File: src/rtl/aes_pkg.sv
// Shared definitions for the pipelined AES-192 encryption core.
// Holds the data widths, the key-step struct and enum, the latency
// constants and the GF(2^8) arithmetic used by the round logic.

`default_nettype none

package aes_pkg;

    typedef logic [7:0]   byte_t;    // one state or key byte
    typedef logic [31:0]  word_t;    // one column / schedule word
    typedef logic [127:0] block_t;   // state or round key
    typedef logic [191:0] key192_t;  // six-word key window
    typedef logic [4:0]   count_t;   // valid countdown

    // outputs of one key-schedule step
    typedef struct packed {
        key192_t next_key;   // window for the following step
        block_t  round_key;  // key for the matching round
    } key_pair_t;

    // schedule step kinds; d opens the chain, then b, a, c repeat
    typedef enum logic [1:0] {
        step_d,
        step_a,
        step_b,
        step_c
    } step_kind_t;

    localparam int NUM_ROUNDS   = 11;  // full rounds before the final one
    localparam int CORE_LATENCY = 25;  // start edge to out_valid

    // multiply by x, reduced by the AES polynomial
    function automatic byte_t gf_mul2(input byte_t x);
        byte_t shifted;
        shifted = {x[6:0], 1'b0};
        if (x[7])
            shifted = shifted ^ 8'h1b;
        return shifted;
    endfunction

    // shift-and-add multiply in GF(2^8)
    function automatic byte_t gf_mul(input byte_t a, input byte_t b);
        byte_t acc;
        byte_t x;
        acc = '0;
        x   = a;
        for (int i = 0; i < 8; i++)
        begin
            if (b[i])
                acc = acc ^ x;
            x = gf_mul2(x);
        end
        return acc;
    endfunction

endpackage

`default_nettype wire

File: src/rtl/aes_sbox_word.sv
// Registered AES S-box for the four bytes of one 32-bit word.
// Each byte is inverted in GF(2^8) by an exponent chain, then run
// through the affine transform; the result is registered.

`default_nettype none

module aes_sbox_word (
    input  wire logic           clk,
    input  wire logic           rst,
    input  wire aes_pkg::word_t din,
    output aes_pkg::word_t      dout
);

    aes_pkg::word_t sub_comb;

    // x^254 is the inverse for nonzero x, and maps zero to zero
    function automatic aes_pkg::byte_t sub_byte(input aes_pkg::byte_t x);
        aes_pkg::byte_t p;
        aes_pkg::byte_t inv;
        p = x;
        // p runs through x^3, x^7, ... x^127
        for (int i = 0; i < 6; i++)
        begin
            p = aes_pkg::gf_mul(aes_pkg::gf_mul(p, p), x);
        end
        inv = aes_pkg::gf_mul(p, p);  // x^254
        return inv
            ^ {inv[6:0], inv[7]}       // rotl 1
            ^ {inv[5:0], inv[7:6]}     // rotl 2
            ^ {inv[4:0], inv[7:5]}     // rotl 3
            ^ {inv[3:0], inv[7:4]}     // rotl 4
            ^ 8'h63;
    endfunction

    always_comb
    begin
        for (int i = 0; i < 4; i++)
        begin
            sub_comb[8*i +: 8] = sub_byte(din[8*i +: 8]);
        end
    end

    always_ff @(posedge clk)
    begin
        if (rst)
            dout <= '0;
        else
            dout <= sub_comb;
    end

endmodule

`default_nettype wire

File: src/rtl/aes_key_step_192.sv
// One registered step of the AES-192 key schedule.
// The step kind picks which window words are updated, whether the
// S-box path is used, and which four words form the round key.
// round_key is valid one cycle after key_in, next_key after two.

`default_nettype none

module aes_key_step_192 #(
    parameter aes_pkg::step_kind_t kind = aes_pkg::step_a
) (
    input  wire logic             clk,
    input  wire logic             rst,
    input  wire aes_pkg::key192_t key_in,
    input  wire aes_pkg::byte_t   rcon,    // unused by kind b
    output aes_pkg::key_pair_t    keys
);

    aes_pkg::word_t    k [6];     // input window words, word 0 on top
    aes_pkg::word_t    v [6];     // xor chain before the sbox term
    aes_pkg::word_t    w [6];     // stage 1 register
    aes_pkg::word_t    b [6];     // stage 1 with the sbox term folded in
    aes_pkg::word_t    sub_in;
    aes_pkg::word_t    sub_out;
    aes_pkg::block_t   rk;
    aes_pkg::key192_t  next_r;

    always_comb
    begin
        for (int i = 0; i < 6; i++)
        begin
            k[i] = key_in[191 - 32*i -: 32];
        end
        v = k;
        case (kind)
            aes_pkg::step_a:
            begin
                v[0] = {k[0][31:24] ^ rcon, k[0][23:0]};
                v[1] = v[0] ^ k[1];
                v[2] = v[1] ^ k[2];
                v[3] = v[2] ^ k[3];
            end
            aes_pkg::step_b:
            begin
                v[2] = k[1] ^ k[2];
                v[3] = v[2] ^ k[3];
                v[4] = v[3] ^ k[4];
                v[5] = v[4] ^ k[5];
            end
            aes_pkg::step_c:
            begin
                v[0] = {k[0][31:24] ^ rcon, k[0][23:0]};
                v[1] = v[0] ^ k[1];
                v[4] = k[3] ^ k[4];
                v[5] = v[4] ^ k[5];
            end
            default:
            begin
                v[0] = {k[0][31:24] ^ rcon, k[0][23:0]};
                v[1] = v[0] ^ k[1];
            end
        endcase
    end

    // kind c substitutes its freshly made last word
    assign sub_in = (kind == aes_pkg::step_c) ? {v[5][23:0], v[5][31:24]}
                                              : {k[5][23:0], k[5][31:24]};

    if (kind != aes_pkg::step_b)
    begin : g_sub
        aes_sbox_word u_sbox (
            .clk  (clk),
            .rst  (rst),
            .din  (sub_in),
            .dout (sub_out)
        );
    end
    else
    begin : g_no_sub
        assign sub_out = '0;  // plain xor step
    end

    always_ff @(posedge clk)
    begin
        if (rst)
        begin
            for (int i = 0; i < 6; i++)
            begin
                w[i] <= '0;
            end
        end
        else
            w <= v;
    end

    always_comb
    begin
        b = w;
        case (kind)
            aes_pkg::step_a:
            begin
                for (int i = 0; i < 4; i++)
                begin
                    b[i] = w[i] ^ sub_out;
                end
            end
            aes_pkg::step_b: ;
            default:
            begin
                b[0] = w[0] ^ sub_out;
                b[1] = w[1] ^ sub_out;
            end
        endcase
        case (kind)
            aes_pkg::step_a: rk = {b[0], b[1], b[2], b[3]};
            aes_pkg::step_b: rk = {b[2], b[3], b[4], b[5]};
            default:         rk = {b[4], b[5], b[0], b[1]};
        endcase
    end

    always_ff @(posedge clk)
    begin
        if (rst)
            next_r <= '0;
        else
            next_r <= {b[0], b[1], b[2], b[3], b[4], b[5]};
    end

    assign keys = '{next_key: next_r, round_key: rk};

endmodule

`default_nettype wire

File: config.mk
export PLATFORM = sky130hd
export DESIGN_NAME = aes_key_step_192
export DESIGN_NICKNAME = d
export VERILOG_FILES = /design/src/rtl/aes_pkg.sv /design/src/rtl/aes_sbox_word.sv /design/src/rtl/aes_key_step_192.sv
export SDC_FILE = /design/constraint.sdc
export NUM_CORES = 2
export LEC_CHECK = 0
export ABC_CLOCK_PERIOD_IN_PS = 33800
export BUFFER_PORTS_ARGS = -buffer_cell sky130_fd_sc_hd__buf_2
export CORE_MARGIN = 4
export CORE_UTILIZATION = 50
export CTS_CLUSTER_DIAMETER = 120
export CTS_CLUSTER_SIZE = 16
export DETAILED_ROUTE_END_ITERATION = 12
export GPL_ROUTABILITY_DRIVEN = 0
export PLACE_DENSITY = 0.68
export SYNTH_ARGS = -nofsm -noshare
export SYNTH_HDL_FRONTEND = slang
export SYNTH_HIERARCHICAL = 1
export SYNTH_SLANG_ARGS = --single-unit
File: constraint.sdc
create_clock -name clk -period 33.8 [get_ports clk]
set_input_delay 1.69 -clock clk [delete_from_list [all_inputs] [get_ports clk]]
set_output_delay 1.69 -clock clk [all_outputs]
set_load 0.1 [all_outputs]
# Word level (Yosys, flattened, before mapping)
# Index checks and enable logic that the tools add are counted.
dict set report word_totals {
  ff_bits 416
  in_bits 202
  elab_cells 1544
  output_inout_bits 320
}
dict set report classes {
  n_bitwise 756
  n_mux 780
}
# op n
set ops {}
lappend ops {{$mux 8} 416}
lappend ops {{$xor 8x8->8} 381}
lappend ops {{$mux 5} 364}
lappend ops {{$not 4->4} 368}
lappend ops {{$xor 32x32->32} 7}

# Longest topological paths before layout
dict set report depth {
  word_depth 213
  mapped_depth 92
  depth_no_buf 83
}

# By module
# The synthesis kept the hierarchy.
# module cells_per_inst instances seq_area_each_um2 area_each_um2
set modules_own_cells {}
lappend modules_own_cells {aes_sbox_word 7094 1 640.6 56809.5}
lappend modules_own_cells {aes_key_step_192 1196 1 7687.4 13559.3}

# Worst setup path before layout
# OpenSTA, ideal clock, no wires.
dict set report synth_path {
  path_type {input to register}
  start {input port key_in[8]}
  end {register g_sub.u_sbox.dout[17]}
  arrival_ps 23255
  setup_time_ps 127
  setup_slack_ps 10418
  n_path_buf 7
  path_stages 85
  required_time_ps 33673
  cell_sequence {ha_1 buf_2 nand2_1 xnor2_1 xnor3_1 xnor3_1 nand2_1 xor2_1 a21boi_1 o211a_1 nor2_1 inv_2 ha_1 clkbuf_1 inv_1 xnor3_1 xnor2_1 nor2_1 [... 49 more ...] nor2_1 xor2_1 inv_1 xnor2_1 xnor2_1 nor2_1 xor2_1 xnor2_1 ha_1 xor2_1 xnor2_1 xnor2_1 xor2_1 nor2b_1 xnor2_1 xnor3_1 xnor2_1 nor2_1}
}
dict set report synth_between {
  elab_chain_len 201
  word_cells_on_any_way 375
  classes_between {192 x mux; 183 x bitwise}
}
# element line
set synth_rtl {}
lappend synth_rtl {{from (decl)} aes_key_step_192.sv:13} ;# input wire aes_pkg::key192_t key_in,
lappend synth_rtl {{$not 4->4 (no source line) / $mux 8 (equally long branches)} -}
lappend synth_rtl {{$mux 5 / $xor 8x8->8 (equally long branches)} {aes_pkg.sv:36, aes_pkg.sv:50}}
lappend synth_rtl {{$xor 8x8->8 / $mux 8 (equally long branches)} {aes_pkg.sv:50, aes_pkg.sv:49}}
lappend synth_rtl {{$mux 8 / $xor 8x8->8 (equally long branches)} {aes_pkg.sv:49, aes_pkg.sv:50}}
lappend synth_rtl {{$xor 8x8->8 / $mux 8 (equally long branches)} {aes_pkg.sv:50, aes_pkg.sv:49}}
lappend synth_rtl {{$mux 8 / $xor 8x8->8 (equally long branches)} {aes_pkg.sv:49, aes_pkg.sv:50}}
lappend synth_rtl {{$xor 8x8->8 / $mux 8 (equally long branches)} {aes_pkg.sv:50, aes_pkg.sv:49}}
lappend synth_rtl {{$mux 8 / $xor 8x8->8 (equally long branches)} {aes_pkg.sv:49, aes_pkg.sv:50}}
lappend synth_rtl {{[... 185 more ...]} -}
lappend synth_rtl {{$mux 8} aes_pkg.sv:49} ;# if (b[i])
lappend synth_rtl {{$xor 8x8->8} aes_pkg.sv:50} ;# acc = acc ^ x;
lappend synth_rtl {{$mux 8 *} aes_pkg.sv:49}
lappend synth_rtl {{$xor 8x8->8} aes_sbox_word.sv:28} ;# ^ {inv[6:0], inv[7]}
lappend synth_rtl {{$xor 8x8->8} aes_sbox_word.sv:29} ;# ^ {inv[5:0], inv[7:6]}
lappend synth_rtl {{$xor 8x8->8} aes_sbox_word.sv:30} ;# ^ {inv[4:0], inv[7:5]}
lappend synth_rtl {{$xor 8x8->8 *} aes_sbox_word.sv:31} ;# ^ {inv[3:0], inv[7:4]}
lappend synth_rtl {{$not 4->4 (no source line) *} -}
lappend synth_rtl {{to (signal assigned)} aes_sbox_word.sv:48} ;# dout <= sub_comb;
lappend synth_rtl {{to (decl)} aes_sbox_word.sv:11} ;# output aes_pkg::word_t dout
# Every way passes the cells marked *; elsewhere a longest branch is shown, timed or not.
# A chain may end at the register's enable or synchronous reset.

# Final worst setup path
dict set report layout_path {
  start {input port key_in[31]}
  end {register g_sub.u_sbox.dout[5]}
}
dict set report layout_between {
  elab_chain_len 203
  word_cells_on_any_way 381
  classes_between {195 x mux; 186 x bitwise}
}
# element line
set layout_rtl {}
lappend layout_rtl {{$mux 5 / $mux 8 (equally long branches)} {aes_pkg.sv:36, aes_pkg.sv:49}}
lappend layout_rtl {{$xor 8x8->8} aes_pkg.sv:50}
lappend layout_rtl {{$mux 8} aes_pkg.sv:49}
lappend layout_rtl {{$xor 8x8->8} aes_pkg.sv:50}
lappend layout_rtl {{$mux 8} aes_pkg.sv:49}
lappend layout_rtl {{$xor 8x8->8} aes_pkg.sv:50}
lappend layout_rtl {{$mux 8} aes_pkg.sv:49}
lappend layout_rtl {{$xor 8x8->8} aes_pkg.sv:50}
lappend layout_rtl {{[... 187 more ...]} -}
lappend layout_rtl {{$mux 8} aes_pkg.sv:49}
lappend layout_rtl {{$xor 8x8->8} aes_pkg.sv:50}
lappend layout_rtl {{$mux 8 *} aes_pkg.sv:49}
lappend layout_rtl {{$xor 8x8->8} aes_sbox_word.sv:28}
lappend layout_rtl {{$xor 8x8->8} aes_sbox_word.sv:29}
lappend layout_rtl {{$xor 8x8->8} aes_sbox_word.sv:30}
lappend layout_rtl {{$xor 8x8->8 *} aes_sbox_word.sv:31}
lappend layout_rtl {{$not 4->4 (no source line) *} -}
# Marks and branches as above.

==> flow_summary_export.csv <==
group,metric,value,unit
run,maxCapViolations,0,
worst_setup_path,start_kind,"input port",
synth,synth_area,70400,µm²
die,die_area,147000,µm²
synth,synth-edff-count,0,
timing,finalMaxSlewViolations,0,
die,die_x,383,µm
synth,ys_seq_elements,416,
cts,cts.sinks,416,
cts,htreeDepth,2,
cts,cts_resized,0,
worst_setup_path,cp_common_cell,"xnor2_1",
worst_setup_path,critical_path_class,"in2reg",
timing,skew,0.0295,ns
worst_hold_path,whs_endpoint,"next_r[25]$_SDFF_PP0_",
finish,nNetsFinal,8536,
synth,synthFlopType,"dfxtp_1",
placement,place_hpwl,162,mm
global_route,grt_max_degree,196,
timing,period_needed,27.71,ns
global_route,grt_first_pass_wirelength,334,mm
cts,cts.path.max_buffers,3,
worst_setup_path,r2r_start,"g_sub.u_sbox/dout[18]$_SDFF_PP0_",
synth,yosys_warnings,6,
worst_setup_path,cp.required,34.28,ns
synth,synthArstFlopShare,0,%
global_route,overflow,0,
outcome,outcome,"finished clean",
worst_setup_path,cp_num_buf_inv,10,
die,dieHeight,383,µm
worst_setup_path,r2r.worst_path.cells,2,
drt,drt-total-wl,220,mm
timing,setup_viol,0,
worst_hold_path,hp-class,"reg2reg",
drt,wl_per_cell,21.5,µm
die,io_pins,522,
synth,yosysTopAreaCell,"xnor2_1",
synth,ys_types,128,
synth,syn_inst,8290,
drt,num_vias,59553,
timing,finalHoldViolCount,0,
finish,post-route-util,53.1,%
cts,clk_latency,0.65,ns
drt,via_per_inst,5.84,
cts,cts_hold_buf,0,
worst_hold_path,hold_depth,1,
worst_setup_path,crit_cells,79,
die,core-area,140000,µm²
global_route,grt_usage,28.4,%
cts,cts_buffers,39,
placement,io_buffers,521,
synth,synthTopCellsByArea,"xnor2_1, xnor3_1, dfxtp_1, xor2_1, nand2_1",
synth,syn-num-nets,8520,
cts,cts_tree,"done",
timing,fin_crit_sh,82.0,%
cts,cts-root-buf,"clkbuf_16",
worst_setup_path,critPathArrivalTime,28.20,ns
synth,synth_top_area_share,16.4,%
timing,relSlewSlack,7.35,%
worst_setup_path,cp_max_fo,77,
drt,firstDrtPassIters,8,
timing,worst_slew_pin_slew,1.38,ns
timing,fin_tns_setup,0,ns
global_route,top_usage_layer,"met2",
global_route,use_met1,36.8,%
cts,postCtsSetupRepairBufs,0,
worst_setup_path,cpMaxStageDelayCell,"xnor2_1",
synth,yosysMostFrequentCell,"xnor2_1",
global_route,first_global_vias,56397,
worst_setup_path,endpoint_kind,"register",
cts,clkTransAtPathRegs,0.06,ns
die,start_util,50.4,%
synth,syn_avg_cell_area,8.49,µm²
synth,ys_top_cells_by_count,"xnor2_1, nand2_1, nor2_1, xor2_1, xnor3_1",
global_route,gr-usage-met2,47.0,%
worst_setup_path,rr_endpoint,"next_r[146]$_SDFF_PP0_",
finish,fin_cells,10204,
synth,ys_seq_area_share,11.8,%
finish,drive_gt1_share,13.0,%
drt,drtAntennaViolNets,0,
worst_setup_path,critical_path.top_delay_family,"XOR/XNOR gates",
drt,drt_iter0_drc,5620,
worst_setup_path,slowest_delay,0.91,ns
global_route,grt_util_met3,5.10,%
drt,drc,0,
die,core.rowCount,137,
timing,rsz0062_at_grt,"no",
global_route,antenna_found_initial,18,
worst_hold_path,hp-start,"b[25]$_SDFF_PP0_",
finish,area_delta_synth_final,5.44,%
placement,place_inst,10141,
worst_setup_path,regToRegSetupSlack,32.00,ns
timing,fmax,0.0361,GHz
[cells in the final DEF, fill, tap and decap left out, types with 29 or more instances in the layout]
cell,instances
a221oi_1,37
buf_2,520
buf_4,127
mux2_2,51
a222oi_1,32
nand2b_1,81
and3_1,43
inv_2,30
inv_1,93
mux2i_1,226
o21ai_1,33
xnor3_1,454
xor3_1,94
xor2_1,578
a22oi_1,115
or2_2,29
xnor2_1,1313
nor2b_1,365
o22ai_1,59
o211ai_1,54
dfxtp_1,416
a211oi_1,38
nand2_1,1062
nor3_1,133
a31oi_1,42
and2_1,47
xor2_2,36
xnor2_2,101
o21ai_0,251
a21oi_1,241
nor2_1,725
clkbuf_16,39
o221ai_1,31
or3_1,32
nand3_1,152
[stage by stage]
stage / cell area, µm² / setup WS [ns] / hold WS, ns
after CTS: 74200 / 6.45 / 0.439
final: 74200 / 6.09 / 0.437
after detailed placement: 73000 / 5.84 / 0.424
after global placement: 73000 / 6.34 / 0.417
after floorplan: 70400 / 10.42 / 0.414
after global routing: 74200 / 4.49 / 0.447
[area by class of cell]
type / instances / area [µm²]
clock buffers: 41 / 983
fillers: 12852 / 65500
multi-input cells: 7063 / 58200
flip-flops and latches: 416 / 8330
well taps: 1876 / 2350
diodes: 7 / 17.5
inverters: 137 / 514
repair buffers: 649 / 3590
clock inverters: 15 / 225
[state kept, by name (all words and copies together), names as in the netlist]
register,count
g_sub.u_sbox/dout,32
b,64
w,128
next_r,192
[kinds of logic after synthesis]
group	after synthesis	synth area share [%]
and+or+nand+nor	2835	18.6
adders and majority gates	28	0.498
muxes	295	4.32
DFF	416	11.8
AOI/OAI and AO/OA	1269	12.6
buffers and inverters	811	5.50
xor gates and xnor gates	2636	46.6
[worst max path at each step]
stage	startpoint	to	slack, ns
6_report	key_in[31]	g_sub.u_sbox/dout[5]$_SDFF_PP0_	6.09
5_1_grt	key_in[31]	g_sub.u_sbox/dout[5]$_SDFF_PP0_	4.49
4_1_cts	key_in[31]	g_sub.u_sbox/dout[5]$_SDFF_PP0_	6.45
3_5_place_dp	key_in[31]	g_sub.u_sbox/dout[5]$_SDFF_PP0_	5.84
3_3_place_gp	key_in[31]	g_sub.u_sbox/dout[5]$_SDFF_PP0_	6.34
2_1_floorplan	key_in[8]	g_sub.u_sbox/dout[17]$_SDFF_PP0_	10.42
[layer usage]
| metal | part of all wire [%] | wire (µm) |
|---|---|---|
| met1 | 41 | 90200 |
| met5 | 0.019 | 41 |
| met2 | 46 | 102000 |
| met4 | 4.3 | 9370 |
| met3 | 8.1 | 17900 |
Power is not shown: default switching activity piles up to over one toggle a cycle in this logic, so the estimate is an artifact.
